==> config.mk <==
export PLATFORM = sky130hd
export DESIGN_NAME = sram_subsystem
export DESIGN_NICKNAME = d
export VERILOG_FILES = /design/src/design/sram_pkg.sv /design/src/design/client_port.sv /design/src/design/sram_ctrl.sv /design/src/design/boot_loader.sv /design/src/design/scan_fetch.sv /design/src/design/sram_subsystem.sv
export SDC_FILE = /design/constraint.sdc
export NUM_CORES = 1
export LEC_CHECK = 0
export ABC_AREA = 1
export ABC_CLOCK_PERIOD_IN_PS = 4900
export BUFFER_PORTS_ARGS = -buffer_cell sky130_fd_sc_hd__clkbuf_2
export CORE_UTILIZATION = 58
export CTS_BUF_LIST = sky130_fd_sc_hd__clkbuf_4
export DETAILED_ROUTE_END_ITERATION = 12
export GPL_ROUTABILITY_DRIVEN = 0
export HOLD_SLACK_MARGIN = 0.12
export PLACE_DENSITY = 0.95
export SLEW_MARGIN = 25
export SYNTH_ARGS = -nofsm -noshare
export SYNTH_HDL_FRONTEND = slang
export SYNTH_HIERARCHICAL = 1
export SYNTH_SLANG_ARGS = --single-unit
==> constraint.sdc <==
create_clock -name clk_50mhz -period 4.9 [get_ports clk_50mhz]
set_input_delay 0.49 -clock clk_50mhz [delete_from_list [all_inputs] [get_ports clk_50mhz]]
set_output_delay 0.49 -clock clk_50mhz [all_outputs]
set_load 0.02 [all_outputs]
==> src/boot_image.hex <==
// One 48-bit boot word per line, from BOOT_BASE upward
0123456789ab
fedcba987654
a5a55a5a0f0f
13579bdf2468
deadbeef0001
c0ffee123456
00000000ffff
ffff00000000
8000000c0001
7ffffffe1234
2468ace13579
5555aaaa3333
0f1e2d3c4b5a
6978a5b4c3d2
e1f000112233
445566778899
==> src/design/sram_pkg.sv <==
package sram_pkg;

	//////////////////////////////////////////////////
	// Bus and lane geometry
	//////////////////////////////////////////////////

	localparam int ADDR_W = 12;
	localparam int WORD_W = 48;
	localparam int CPU_W  = 32;     // Low lane
	localparam int PIX_W  = 16;     // High lane

	localparam int CPU_LSB = 0;
	localparam int PIX_LSB = 32;

	typedef logic [ADDR_W-1:0] sram_addr_t;
	typedef logic [WORD_W-1:0] sram_word_t;
	typedef logic [CPU_W-1:0]  cpu_word_t;
	typedef logic [PIX_W-1:0]  pixel_t;

	//////////////////////////////////////////////////
	// Address map
	//////////////////////////////////////////////////

	// Boot image region, copied once after reset
	localparam sram_addr_t BOOT_BASE = 12'h800;
	localparam int BOOT_LEN   = 16;
	localparam int BOOT_IDX_W = $clog2(BOOT_LEN);

	// Frame region walked by the scanout
	localparam sram_addr_t SCAN_BASE = 12'h000;
	localparam int SCAN_LEN   = 64;
	localparam int SCAN_IDX_W = $clog2(SCAN_LEN);

	//////////////////////////////////////////////////
	// Timing
	//////////////////////////////////////////////////

	// Cycles from reset release to the first boot write
	localparam int BOOT_DELAY = 10;
	localparam int DELAY_W    = $clog2(BOOT_DELAY + 1);

	localparam BOOT_FILE = "/design/src/boot_image.hex";   // One 48-bit hex word per line

endpackage

==> src/design/client_port.sv <==
`timescale 1ns/1ns

module client_port import sram_pkg::*; #(
	parameter type payload_t = cpu_word_t,
	parameter int  LANE_LSB  = CPU_LSB
) (
	input  logic       clk_50mhz,
	input  logic       arst_n,

	// Client side, four-phase req/ack
	input  logic       req,
	input  logic       we,
	input  sram_addr_t addr,
	input  payload_t   wdata,
	output payload_t   rdata,
	output logic       ack,

	// Control side
	output logic       acc_req,
	output logic       acc_we,
	output sram_addr_t acc_addr,
	output sram_word_t merge_word,
	input  logic       grant,
	input  logic       rd_cap,
	input  logic       done,
	input  sram_word_t sram_rdata
);

	logic       busy;       // Granted, waiting for done
	logic       start;
	payload_t   wdata_q;
	sram_word_t cap_word;   // Last word read for this client

	// New request only once the previous ack has fallen
	assign start = req && !ack && !acc_req && !busy;

	always_ff @(posedge clk_50mhz or negedge arst_n) begin
		if (!arst_n) begin
			acc_req <= 1'b0;
			busy    <= 1'b0;
			ack     <= 1'b0;
		end else begin
			if (start)
				acc_req <= 1'b1;
			if (grant) begin
				acc_req <= 1'b0;
				busy    <= 1'b1;
			end
			if (done) begin
				busy <= 1'b0;
				ack  <= 1'b1;
			end else if (ack && !req) begin
				ack <= 1'b0;   // Falls one cycle after req
			end
		end
	end

	// Request payload and read capture
	always_ff @(posedge clk_50mhz) begin
		if (start) begin
			acc_we   <= we;
			acc_addr <= addr;
			wdata_q  <= wdata;
		end
		if (rd_cap)
			cap_word <= sram_rdata;
	end

	assign rdata = payload_t'(cap_word[LANE_LSB +: $bits(payload_t)]);

	// Read-modify-write word, other lane kept as read
	always_comb begin
		merge_word = cap_word;
		merge_word[LANE_LSB +: $bits(payload_t)] = wdata_q;
	end

	a_ack_hold: assert property (@(posedge clk_50mhz) disable iff (!arst_n)
		ack && req |=> ack)
		else $error("client_port ack dropped while req still high");

endmodule

==> src/design/sram_ctrl.sv <==
`timescale 1ns/1ns

module sram_ctrl import sram_pkg::*; (
	input  logic       clk_50mhz,
	input  logic       arst_n,

	input  logic       cpu_acc_req,
	input  logic       cpu_acc_we,
	input  sram_addr_t cpu_acc_addr,
	input  sram_word_t cpu_merge,
	input  logic       vid_acc_req,
	input  logic       vid_acc_we,
	input  sram_addr_t vid_acc_addr,
	input  sram_word_t vid_merge,

	output logic       cpu_grant,
	output logic       cpu_rd_cap,
	output logic       cpu_done,
	output logic       vid_grant,
	output logic       vid_rd_cap,
	output logic       vid_done,

	input  logic       boot_active,
	input  sram_addr_t boot_addr,
	input  sram_word_t boot_data,
	output logic       boot_step,
	output logic       boot_done,

	input  sram_addr_t scan_addr,
	output logic       scan_slot,
	output sram_word_t sram_rdata,

	// SRAM pins
	output sram_addr_t sram_addr,
	output logic       sram_oe_n,
	output logic       sram_we_n,
	output sram_word_t sram_dq_out,
	output logic       sram_dq_oe,
	input  sram_word_t sram_dq_in
);

	typedef enum logic [1:0] {ST_IDLE, ST_READ, ST_WRITE, ST_FINISH} ctrl_state_t;

	ctrl_state_t state;
	logic        owner_vid;       // Client of the access in progress
	logic        boot_active_q;
	logic        access_slot;
	logic        idle_slot;
	logic        clients_open;
	logic        any_grant;
	logic        rd_slot;
	logic        wr_slot;
	logic        wr_en;
	logic        rd_en;
	logic        owner_we;
	sram_addr_t  owner_addr;
	sram_word_t  owner_merge;

	//////////////////////////////////////////////////
	// Slot phase and arbitration
	//////////////////////////////////////////////////

	assign access_slot  = !scan_slot;
	assign idle_slot    = access_slot && state == ST_IDLE;
	assign clients_open = boot_done && !boot_active;   // Held off until the copy ends

	assign boot_step = idle_slot && boot_active;
	assign cpu_grant = idle_slot && clients_open && cpu_acc_req;
	assign vid_grant = idle_slot && clients_open && vid_acc_req && !cpu_acc_req;
	assign any_grant = cpu_grant || vid_grant;

	assign owner_we    = owner_vid ? vid_acc_we   : cpu_acc_we;
	assign owner_addr  = owner_vid ? vid_acc_addr : cpu_acc_addr;
	assign owner_merge = owner_vid ? vid_merge    : cpu_merge;

	assign rd_slot = access_slot && state == ST_READ;
	assign wr_slot = access_slot && state == ST_WRITE;

	assign cpu_rd_cap = rd_slot && !owner_vid;
	assign vid_rd_cap = rd_slot && owner_vid;
	assign cpu_done = !owner_vid && ((rd_slot && !owner_we) || wr_slot);
	assign vid_done = owner_vid && ((rd_slot && !owner_we) || wr_slot);

	always_ff @(posedge clk_50mhz or negedge arst_n) begin
		if (!arst_n) begin
			scan_slot     <= 1'b0;
			state         <= ST_IDLE;
			owner_vid     <= 1'b0;
			boot_active_q <= 1'b0;
			boot_done     <= 1'b0;
		end else begin
			scan_slot     <= !scan_slot;
			boot_active_q <= boot_active;
			if (boot_active_q && !boot_active)
				boot_done <= 1'b1;   // Sticky until reset

			case (state)
				ST_IDLE: if (any_grant) begin
					owner_vid <= vid_grant;
					state     <= ST_READ;
				end
				ST_READ: if (access_slot)
					state <= owner_we ? ST_WRITE : ST_FINISH;
				ST_WRITE: if (access_slot)
					state <= ST_FINISH;
				default: state <= ST_IDLE;   // Finish falls in a scan slot
			endcase
		end
	end

	//////////////////////////////////////////////////
	// Pin drive
	//////////////////////////////////////////////////

	assign wr_en = boot_step || wr_slot;
	assign rd_en = scan_slot || rd_slot;

	always_comb begin
		if (scan_slot)
			sram_addr = scan_addr;
		else if (boot_step)
			sram_addr = boot_addr;
		else
			sram_addr = owner_addr;
	end

	assign sram_dq_out = boot_step ? boot_data : owner_merge;
	assign sram_dq_oe  = wr_en;
	assign sram_we_n   = !wr_en;
	assign sram_oe_n   = !rd_en;
	assign sram_rdata  = sram_dq_in;

	a_we_slot: assert property (@(posedge clk_50mhz) disable iff (!arst_n)
		!sram_we_n |-> !scan_slot ##1 (sram_we_n && scan_slot))
		else $error("sram_ctrl write strobe outside a single access slot");

	// Grants at least one full access apart
	a_one_grant: assert property (@(posedge clk_50mhz) disable iff (!arst_n)
		any_grant |-> $onehot0({cpu_grant, vid_grant})
			##1 !any_grant ##1 !any_grant ##1 !any_grant)
		else $error("sram_ctrl overlapping client grants");

endmodule

==> src/design/boot_loader.sv <==
`timescale 1ns/1ns

module boot_loader import sram_pkg::*; (
	input  logic       clk_50mhz,
	input  logic       arst_n,
	input  logic       boot_step,
	output logic       boot_active,
	output sram_addr_t boot_addr,
	output sram_word_t boot_data
);

	sram_word_t            rom [BOOT_LEN];   // Boot image
	logic [DELAY_W-1:0]    timer;
	logic [BOOT_IDX_W-1:0] word_idx;
	logic                  copy_done;

	initial begin
		$readmemh(BOOT_FILE, rom);
	end

	//////////////////////////////////////////////////
	// Delay then one word per boot_step
	//////////////////////////////////////////////////

	always_ff @(posedge clk_50mhz or negedge arst_n) begin
		if (!arst_n) begin
			timer       <= '0;
			word_idx    <= '0;
			boot_active <= 1'b0;
			copy_done   <= 1'b0;
		end else if (!boot_active && !copy_done) begin
			timer <= timer + 1'b1;
			if (timer == DELAY_W'(BOOT_DELAY - 1))
				boot_active <= 1'b1;
		end else if (boot_active && boot_step) begin
			word_idx <= word_idx + 1'b1;
			// Last word written this slot
			if (word_idx == BOOT_IDX_W'(BOOT_LEN - 1)) begin
				boot_active <= 1'b0;
				copy_done   <= 1'b1;
			end
		end
	end

	assign boot_addr = BOOT_BASE + sram_addr_t'(word_idx);
	assign boot_data = rom[word_idx];   // Async ROM read

endmodule

==> src/design/scan_fetch.sv <==
`timescale 1ns/1ns

module scan_fetch import sram_pkg::*; (
	input  logic       clk_50mhz,
	input  logic       arst_n,
	input  logic       scan_slot,
	input  sram_word_t sram_rdata,
	output sram_addr_t scan_addr,
	output sram_addr_t scan_index,
	output pixel_t     scan_pixel
);

	logic [SCAN_IDX_W-1:0] scan_off;   // Offset into the frame region
	logic                  last_word;

	assign scan_addr = SCAN_BASE + sram_addr_t'(scan_off);
	assign last_word = scan_off == SCAN_IDX_W'(SCAN_LEN - 1);

	//////////////////////////////////////////////////
	// Raster walk of one word per scan slot
	//////////////////////////////////////////////////

	always_ff @(posedge clk_50mhz or negedge arst_n) begin
		if (!arst_n) begin
			scan_off   <= '0;
			scan_index <= SCAN_BASE;
			scan_pixel <= '0;
		end else if (scan_slot) begin
			// Pixel tagged with the address it came from
			scan_pixel <= sram_rdata[PIX_LSB +: PIX_W];
			scan_index <= scan_addr;
			if (last_word)
				scan_off <= '0;   // Wrap to the frame start
			else
				scan_off <= scan_off + 1'b1;
		end
	end

endmodule

==> src/design/sram_subsystem.sv <==
`timescale 1ns/1ns

module sram_subsystem import sram_pkg::*; (
	input  logic       clk_50mhz,
	input  logic       arst_n,

	// CPU client, low lane
	input  logic       cpu_req,
	input  logic       cpu_we,
	input  sram_addr_t cpu_addr,
	input  cpu_word_t  cpu_wdata,
	output cpu_word_t  cpu_rdata,
	output logic       cpu_ack,

	// Video client, high lane
	input  logic       vid_req,
	input  logic       vid_we,
	input  sram_addr_t vid_addr,
	input  pixel_t     vid_wdata,
	output pixel_t     vid_rdata,
	output logic       vid_ack,

	output sram_addr_t scan_index,
	output pixel_t     scan_pixel,
	output logic       boot_done,

	output sram_addr_t sram_addr,
	output logic       sram_oe_n,
	output logic       sram_we_n,
	output sram_word_t sram_dq_out,
	output logic       sram_dq_oe,
	input  sram_word_t sram_dq_in
);

	logic       cpu_acc_req, cpu_acc_we, cpu_grant, cpu_rd_cap, cpu_done;
	logic       vid_acc_req, vid_acc_we, vid_grant, vid_rd_cap, vid_done;
	sram_addr_t cpu_acc_addr, vid_acc_addr;
	sram_word_t cpu_merge, vid_merge;
	logic       boot_active, boot_step, scan_slot;
	sram_addr_t boot_addr, scan_addr;
	sram_word_t boot_data, sram_rdata;

	//////////////////////////////////////////////////
	// Client front ends
	//////////////////////////////////////////////////

	client_port #(.payload_t(cpu_word_t), .LANE_LSB(CPU_LSB)) u_cpu_port (
		.clk_50mhz(clk_50mhz), .arst_n(arst_n),
		.req(cpu_req), .we(cpu_we), .addr(cpu_addr), .wdata(cpu_wdata),
		.rdata(cpu_rdata), .ack(cpu_ack),
		.acc_req(cpu_acc_req), .acc_we(cpu_acc_we), .acc_addr(cpu_acc_addr),
		.merge_word(cpu_merge), .grant(cpu_grant), .rd_cap(cpu_rd_cap),
		.done(cpu_done), .sram_rdata(sram_rdata)
	);

	client_port #(.payload_t(pixel_t), .LANE_LSB(PIX_LSB)) u_vid_port (
		.clk_50mhz(clk_50mhz), .arst_n(arst_n),
		.req(vid_req), .we(vid_we), .addr(vid_addr), .wdata(vid_wdata),
		.rdata(vid_rdata), .ack(vid_ack),
		.acc_req(vid_acc_req), .acc_we(vid_acc_we), .acc_addr(vid_acc_addr),
		.merge_word(vid_merge), .grant(vid_grant), .rd_cap(vid_rd_cap),
		.done(vid_done), .sram_rdata(sram_rdata)
	);

	sram_ctrl u_sram_ctrl (
		.clk_50mhz(clk_50mhz), .arst_n(arst_n),
		.cpu_acc_req(cpu_acc_req), .cpu_acc_we(cpu_acc_we),
		.cpu_acc_addr(cpu_acc_addr), .cpu_merge(cpu_merge),
		.vid_acc_req(vid_acc_req), .vid_acc_we(vid_acc_we),
		.vid_acc_addr(vid_acc_addr), .vid_merge(vid_merge),
		.cpu_grant(cpu_grant), .cpu_rd_cap(cpu_rd_cap), .cpu_done(cpu_done),
		.vid_grant(vid_grant), .vid_rd_cap(vid_rd_cap), .vid_done(vid_done),
		.boot_active(boot_active), .boot_addr(boot_addr), .boot_data(boot_data),
		.boot_step(boot_step), .boot_done(boot_done),
		.scan_addr(scan_addr), .scan_slot(scan_slot), .sram_rdata(sram_rdata),
		.sram_addr(sram_addr), .sram_oe_n(sram_oe_n), .sram_we_n(sram_we_n),
		.sram_dq_out(sram_dq_out), .sram_dq_oe(sram_dq_oe), .sram_dq_in(sram_dq_in)
	);

	boot_loader u_boot_loader (
		.clk_50mhz(clk_50mhz), .arst_n(arst_n), .boot_step(boot_step),
		.boot_active(boot_active), .boot_addr(boot_addr), .boot_data(boot_data)
	);

	scan_fetch u_scan_fetch (
		.clk_50mhz(clk_50mhz), .arst_n(arst_n), .scan_slot(scan_slot),
		.sram_rdata(sram_rdata), .scan_addr(scan_addr),
		.scan_index(scan_index), .scan_pixel(scan_pixel)
	);

endmodule

==> results of run 1 <==
-- layout make-up --
cell class	instances	share of cell area (%)
Clock inverter	22	0.9491
Multi-Input combinational cell	485	18.44
Inverter	27	0.8368
Sequential cell	220	51.85
Antenna cell	1	0.02041
Timing Repair Buffer	392	21.23
Tap cell	216	2.204
Clock buffer	73	4.470
-- registers in the layout, indices dropped and copies added, names as in the netlist, 2 cells and up --
| signal | flops |
|---|---|
| u_cpu_port/cap_word | 48 |
| u_vid_port/cap_word | 48 |
| u_cpu_port/wdata_q | 32 |
| u_scan_fetch/scan_pixel | 16 |
| u_vid_port/wdata_q | 16 |
| u_cpu_port/acc_addr | 12 |
| u_vid_port/acc_addr | 12 |
| u_scan_fetch/scan_index | 6 |
| u_scan_fetch/scan_off | 6 |
| u_boot_loader/timer | 4 |
| u_boot_loader/word_idx | 4 |
| u_sram_ctrl/state | 2 |
-- cell families after synthesis --
group	count (synthesis)	synth area share, %
other cells	3	0.1189
flops	220	67.12
compound gates	78	5.179
fa+ha+maj	8	1.057
mux	12	1.268
simple gates	315	13.11
xor+xnor	4	0.3700
buf+inv	172	11.78
-- metrics by stage --
stage          setup WS [ns]  hold slack, ns  power (mW)
2_1_floorplan          1.674          0.1944       2.228
3_3_place_gp           1.943          0.4550       2.254
3_5_place_dp           1.815          0.4603       2.260
4_1_cts                1.091          0.4810       3.792
5_1_grt               0.7385          0.4959       3.962
6_report              0.9500          0.4787       3.822
-- cells in the mapped netlist (3+ instances only) --
library cell  number
o21ai_0            7
mux2i_1           12
o211ai_1          13
a31oi_1           48
buf_4            117
nor2_1            72
edfxtp_1         170
nand3_1            9
a21oi_1            5
conb_1             3
buf_2             15
inv_1             23
xor2_1             3
clkbuf_1          11
ha_1               8
nand2_1          223
dfrtp_1           50
-- layer usage --
layer	wire [um]	part of all wire, %
met5	0	0
met3	1734	6.5
met4	1477	5.5
met2	13880	52
met1	9780	36
-- critical path, stage by stage (launching register included) --
cell and delay, ns:
dfrtp_1 0.41, inv_1 0.09, ha_1 0.23, inv_1 0.12
nor2_4 0.06, nand2_4 0.68, nand2_1 0.54, o211ai_1 0.35
clkbuf_2 0.21
-- final timing paths --
path,endpoint,from,slack [ns],depth (start not counted)
setup reg to reg,u_boot_loader/word_idx[1]$_DFFE_PN0P_,u_sram_ctrl/state[0]$_DFFE_PN0P_,2.00,10
max in group asynchronous,u_sram_ctrl/owner_vid$_DFFE_PN0P_,arst_n,3.89,3
hold reg to reg,u_scan_fetch/scan_pixel[15]$_DFFE_PN0P_,u_scan_fetch/scan_pixel[15]$_DFFE_PN0P_,0.48,2
hold / removal,u_scan_fetch/scan_pixel[15]$_DFFE_PN0P_,u_scan_fetch/scan_pixel[15]$_DFFE_PN0P_,0.48,2
min in group asynchronous,u_boot_loader/word_idx[2]$_DFFE_PN0P_,arst_n,0.54,3
setup / recovery,sram_addr[9],u_sram_ctrl/state[0]$_DFFE_PN0P_,0.95,8
-- power by group through the flow --
stage | combinational [mW] | sequential, mW | clock [mW]
finish | 0.267 | 2.05 | 1.50
global route | 0.285 | 2.05 | 1.63
CTS | 0.253 | 2.05 | 1.49
detailed placement | 0.172 | 2.09 | 0
global placement | 0.167 | 2.09 | 0
floorplan | 0.128 | 2.10 | 0
==> flow_metrics.py, run 1 <==
metrics = {
    "clocking": {
        "holdBufCountCts": 125,
        "cts_setup_buffers": 0,
        "cts.path.max_buffers": 3,
        "cts_inserted_buffers": 54,
        "cts-root-buf": "clkbuf_4",
        "htree_levels": 2,
        "cts.reportedPaths.clkPinSlew_ns": 0.08,
        "cts.repair.resized": 0,
        "cts.sinks": 220,
        "cts_tree": "built",
        "clock_latency_ns": 0.66,
    },
    "final_layout": {
        "layout.nets": 1314,
        "utilization_pct": 77.18,
        "layout_common_cells": "clkbuf_2 (261), nand2_1 (223), edfxtp_1 (170)",
        "area_growth_syn_to_layout_pct": 29.46,
        "design_area_mm2": 0.01226,
        "nFillCells": 929,
        "drive_above_1_share_pct": 29.53,
        "multi_input_area_mm2": 0.002261,
        "regArea_mm2": 0.006357,
        "final_common_cell": "clkbuf_2",
        "fin_cells": 1436,
    },
    "floorplanning": {
        "die_w_um": 129.8,
        "chipHeight_um": 129.8,
        "rows": 46,
        "initial_utilization_pct": 59.62,
        "dieArea_mm2": 0.01684,
        "core-area_mm2": 0.01589,
        "ios": 268,
    },
    "placement": {
        "placed_area_mm2": 0.01034,
        "numPlacedInstances": 1215,
        "dp_hpwl_mm": 14.50,
        "port_buffers": 261,
    },
    "run_status": {
        "outcome": "finished, final reports clean",
    },
    "grt": {
        "grtUsageTotal_pct": 32.09,
        "grt_pass1_wl_mm": 39.60,
        "antenna_found_initial": 1,
        "gr-usage-met2_pct": 55.36,
        "grt_max_degree": 100,
        "grt-ovfl-total": 0,
        "grt-busiest-layer": "met2",
        "grtUsageMet3_pct": 7.257,
        "grtUsageMet1_pct": 36.51,
        "grt_pass1_vias": 7475,
    },
    "timing": {
        "worst_slew_pin_slew_ns": 1.049,
        "hold_viol_final": 0,
        "tns_ns": 0,
        "clock_skew_ns": 0.04859,
        "drv_slew": 0,
        "relSlewSlack_pct": 30.09,
        "setup_violations": 0,
        "max_freq_mhz": 253.2,
        "fin_crit_sh_pct": 80.61,
        "rsz0062_at_grt": "no",
        "period_needed_ns": 3.950,
    },
    "detailed_routing": {
        "drt_first_iter_violations": 537,
        "antenna_left": 0,
        "drc": 0,
        "wl_per_cell_um": 18.72,
        "routed_via_density": 5.156,
        "dr_total_vias": 7404,
        "drt-total-wl_mm": 26.88,
        "firstDrtPassIters": 5,
    },
    "critical_path": {
        "critical_path_required_ns": 4.41,
        "cp.arrival_ns": 3.46,
        "worstSetupPathType": "reg2out",
        "cp-start-kind": "register",
        "worstPathMaxFanout": 99,
        "endpoint_kind": "primary output",
    },
    "pwr": {
        "power_density_mw_per_mm2": 311.8,
        "swShare_pct": 23.67,
        "pwr-share-clk_pct": 39.4,
        "leakagePower_nw": 5.546,
        "peakVddDrop_mv": 0.2479,
        "internal_power_mw": 2.918,
        "p_sw_uw": 904.6,
        "sequentialPowerShare_pct": 53.7,
        "comb_power_share_pct": 7.0,
    },
    "worst_hold_path": {
        "hp-class": "reg2reg",
    },
    "synthesis": {
        "ys_types": 35,
        "yosys_warnings": 6,
        "ys_seq_area_share_pct": 67.12,
        "netlist.area_leader.share_pct": 53.90,
        "ys.flop_type": "edfxtp_1",
        "synth_edf_count": 170,
        "synth_largest_area_cell": "edfxtp_1",
        "ys_seq_elements": 220,
        "synth_area_mm2": 0.009470,
        "synthCells": 812,
        "async_reset_ff_share_pct": 22.73,
        "synth_area_leaders": "edfxtp_1 (54%), dfrtp_1 (13%), buf_4 (9.3%)",
        "syn_avg_cell_area_um2": 11.66,
    },
    "flow_run": {
        "cap_violations": 0,
    },
}
Power figures use the tool's default switching activity.
==> inputs of run 2 (changes only) <==
--- a/config.mk
+++ b/config.mk
@@ -6,14 +6,14 @@
 export NUM_CORES = 1
 export LEC_CHECK = 0
 export ABC_AREA = 1
-export ABC_CLOCK_PERIOD_IN_PS = 4900
+export ABC_CLOCK_PERIOD_IN_PS = 3800
 export BUFFER_PORTS_ARGS = -buffer_cell sky130_fd_sc_hd__clkbuf_2
-export CORE_UTILIZATION = 58
+export CORE_UTILIZATION = 54
 export CTS_BUF_LIST = sky130_fd_sc_hd__clkbuf_4
 export DETAILED_ROUTE_END_ITERATION = 12
 export GPL_ROUTABILITY_DRIVEN = 0
 export HOLD_SLACK_MARGIN = 0.12
-export PLACE_DENSITY = 0.95
+export PLACE_DENSITY = 0.92
 export SLEW_MARGIN = 25
 export SYNTH_ARGS = -nofsm -noshare
 export SYNTH_HDL_FRONTEND = slang
==> constraint.sdc (replaced) <==
create_clock -name clk_50mhz -period 3.8 [get_ports clk_50mhz]
set_input_delay 0.38 -clock clk_50mhz [delete_from_list [all_inputs] [get_ports clk_50mhz]]
set_output_delay 0.38 -clock clk_50mhz [all_outputs]
set_load 0.02 [all_outputs]
==> run 2 against run 1 <==
  * Sequential cell count stayed put
  * Via count is 0.41% lower
  * Critical path depth is 1 higher
  * Setup slack worse by 0.60 ns
  * Register-to-register slack worse by 0.70 ns
  * Clock skew is 0.031 ns lower
  * Clock power is 28% higher
  * Count of clock-buffer cells in the layout is 7 higher
  * Design area is 0.45% higher
  * Routed wire length is 4.5% lower
  * Core utilization is 5.7 points lower
  * Sequential share of layout area is 0.23 points lower
  * Critical endpoint is now sram_dq_out[31]
==> flow_metrics.py, run 2 (synthesis results as in run 1) <==
metrics = {
    "critical_path": {
        "cp-start-kind": "register",
        "cpMaxStageDelayCell": "nand2_4",
        "reg2reg_depth": 10,
        "endpoint_kind": "primary output",
        "crit_top_cell": "inv_1",
        "worstSetupPathType": "reg2out",
        "cp_slowest_stage_delay_ns": 0.52,
        "worstPathMaxFanout": 66,
        "critical_path_required_ns": 3.42,
        "cp.arrival_ns": 3.07,
        "crit_chain": "inv_1 -> ha_1 -> inv_1 -> nor2_4 -> nand2_4 -> buf_4 -> nor2_1 -> a31oi_1 -> clkbuf_2",
    },
    "final_layout": {
        "final_common_cell": "clkbuf_2",
        "area_growth_syn_to_layout_pct": 30.04,
        "drive_above_1_share_pct": 29.69,
        "layout_common_cells": "clkbuf_2 (261), nand2_1 (223), edfxtp_1 (170)",
        "layout.nets": 1315,
        "reg.largest.list": "u_cpu_port/cap_word: 48 flops, u_vid_port/cap_word: 48 flops, u_cpu_port/wdata_q: 32 flops",
    },
    "worst_hold_path": {
        "hp-class": "in2async",
    },
    "pwr": {
        "leakagePower_nw": 5.563,
        "power_density_mw_per_mm2": 398.3,
        "total_power_mw": 4.905,
        "peakVddDrop_mv": 0.3456,
    },
    "clocking": {
        "cts.sinks": 220,
        "cts_inserted_buffers": 54,
        "cts-root-buf": "clkbuf_4",
        "clock_latency_ns": 0.63,
        "htree_levels": 2,
        "cts_tree": "built",
        "cts.path.max_buffers": 3,
        "cts.reportedPaths.clkPinSlew_ns": 0.08,
        "cts_setup_buffers": 0,
        "holdBufCountCts": 125,
        "cts.repair.resized": 0,
    },
    "detailed_routing": {
        "drt_first_iter_violations": 555,
        "drt-total-wl_mm": 25.68,
        "routed_via_density": 5.072,
        "dr_total_vias": 7374,
        "wl_per_cell_um": 17.66,
        "antenna_left": 0,
        "drc": 0,
        "firstDrtPassIters": 5,
    },
    "grt": {
        "grtUsageMet3_pct": 6.500,
        "antenna_found_initial": 3,
        "grtUsageMet1_pct": 32.07,
        "grtUsageTotal_pct": 28.81,
        "grt-busiest-layer": "met2",
        "grt_pass1_vias": 7732,
        "grt-ovfl-total": 0,
        "grt_max_degree": 67,
        "gr-usage-met2_pct": 49.68,
        "grt_pass1_wl_mm": 39.14,
    },
    "timing": {
        "rsz0062_at_grt": "no",
        "period_needed_ns": 3.446,
        "max_freq_mhz": 290.2,
        "drv_slew": 0,
        "hold_viol_final": 0,
        "setup_violations": 0,
        "tns_ns": 0,
        "fin_crit_sh_pct": 90.68,
        "worst_slew_pin_slew_ns": 0.9867,
        "clock_skew_ns": 0.01809,
        "relSlewSlack_pct": 34.12,
    },
    "placement": {
        "port_buffers": 261,
        "dp_hpwl_mm": 14.77,
    },
    "floorplanning": {
        "core-area_mm2": 0.01724,
        "ios": 268,
        "rows": 48,
        "dieArea_mm2": 0.01807,
        "die_w_um": 134.4,
        "chipHeight_um": 134.4,
        "initial_utilization_pct": 54.94,
    },
    "flow_run": {
        "cap_violations": 0,
    },
    "run_status": {
        "outcome": "finished, final reports clean",
    },
}
-- run 2: power breakdown --
group | total [mW] | switching, mW | leakage (nW) | internal [mW]
clock network | 1.92 | 0.951 | 0.411 | 0.971
registers | 2.64 | 0.0139 | 2.13 | 2.63
logic | 0.341 | 0.174 | 3.02 | 0.167
total | 4.91 | 1.14 | 5.56 | 3.77
-- run 2: per-layer routing --
layer | part of all wire (%) | vias up
li1 | - | 3348
met1 | 36 | 3481
met2 | 52 | 431
met3 | 7.3 | 114
met4 | 5.2 | 0
met5 | 0 | -
-- run 2: worst paths after layout --
| path | from | endpoint | slack (ns) |
|---|---|---|---|
| hold / removal | arst_n | u_sram_ctrl/boot_done$_DFFE_PN0P_ | 0.32 |
| hold reg to reg | u_scan_fetch/scan_index[1]$_DFFE_PN0P_ | u_scan_fetch/scan_index[1]$_DFFE_PN0P_ | 0.48 |
| max in group asynchronous | arst_n | u_scan_fetch/scan_pixel[10]$_DFFE_PN0P_ | 2.65 |
| min in group clk_50mhz | vid_addr[4] | u_vid_port/acc_addr[4]$_DFFE_PP_ | 0.46 |
| setup / recovery | u_sram_ctrl/state[0]$_DFFE_PN0P_ | sram_dq_out[31] | 0.35 |
| setup reg to reg | u_sram_ctrl/state[0]$_DFFE_PN0P_ | u_boot_loader/word_idx[3]$_DFFE_PN0P_ | 1.30 |
-- run 2: layout make-up --
cell class | count | area (um^2)
Sequential cell | 220 | 6357
Fill cell | 1073 | 4921
Timing Repair Buffer | 393 | 2623
Multi-Input combinational cell | 485 | 2261
Clock buffer | 80 | 600.6
Tap cell | 225 | 281.5
Inverter | 27 | 102.6
Clock inverter | 21 | 82.58
Antenna cell | 3 | 7.507
-- run 2: metrics by stage --
stage	util [%]	std cells	hold WS (ns)	setup WS (ns)	instance area (um^2)
after floorplan	-	877	0.08441	0.5742	9714
after global placement	60.17	1225	0.4247	1.213	10370
after detailed placement	60.18	1225	0.4445	1.050	10370
after CTS	71.41	1451	0.2820	0.3686	12310
after global routing	71.45	1454	0.3561	0.1367	12320
final	71.45	1454	0.3191	0.3541	12320
-- run 2: critical path: cells and delay by family, from the launching register on --
| kind | cells | cell delay [ns] |
|---|---|---|
| buf+inv | 4 | 0.87 |
| compound gates | 1 | 0.23 |
| simple gates | 3 | 0.67 |
| fa+ha+maj | 1 | 0.24 |
| flops | 1 | 0.40 |
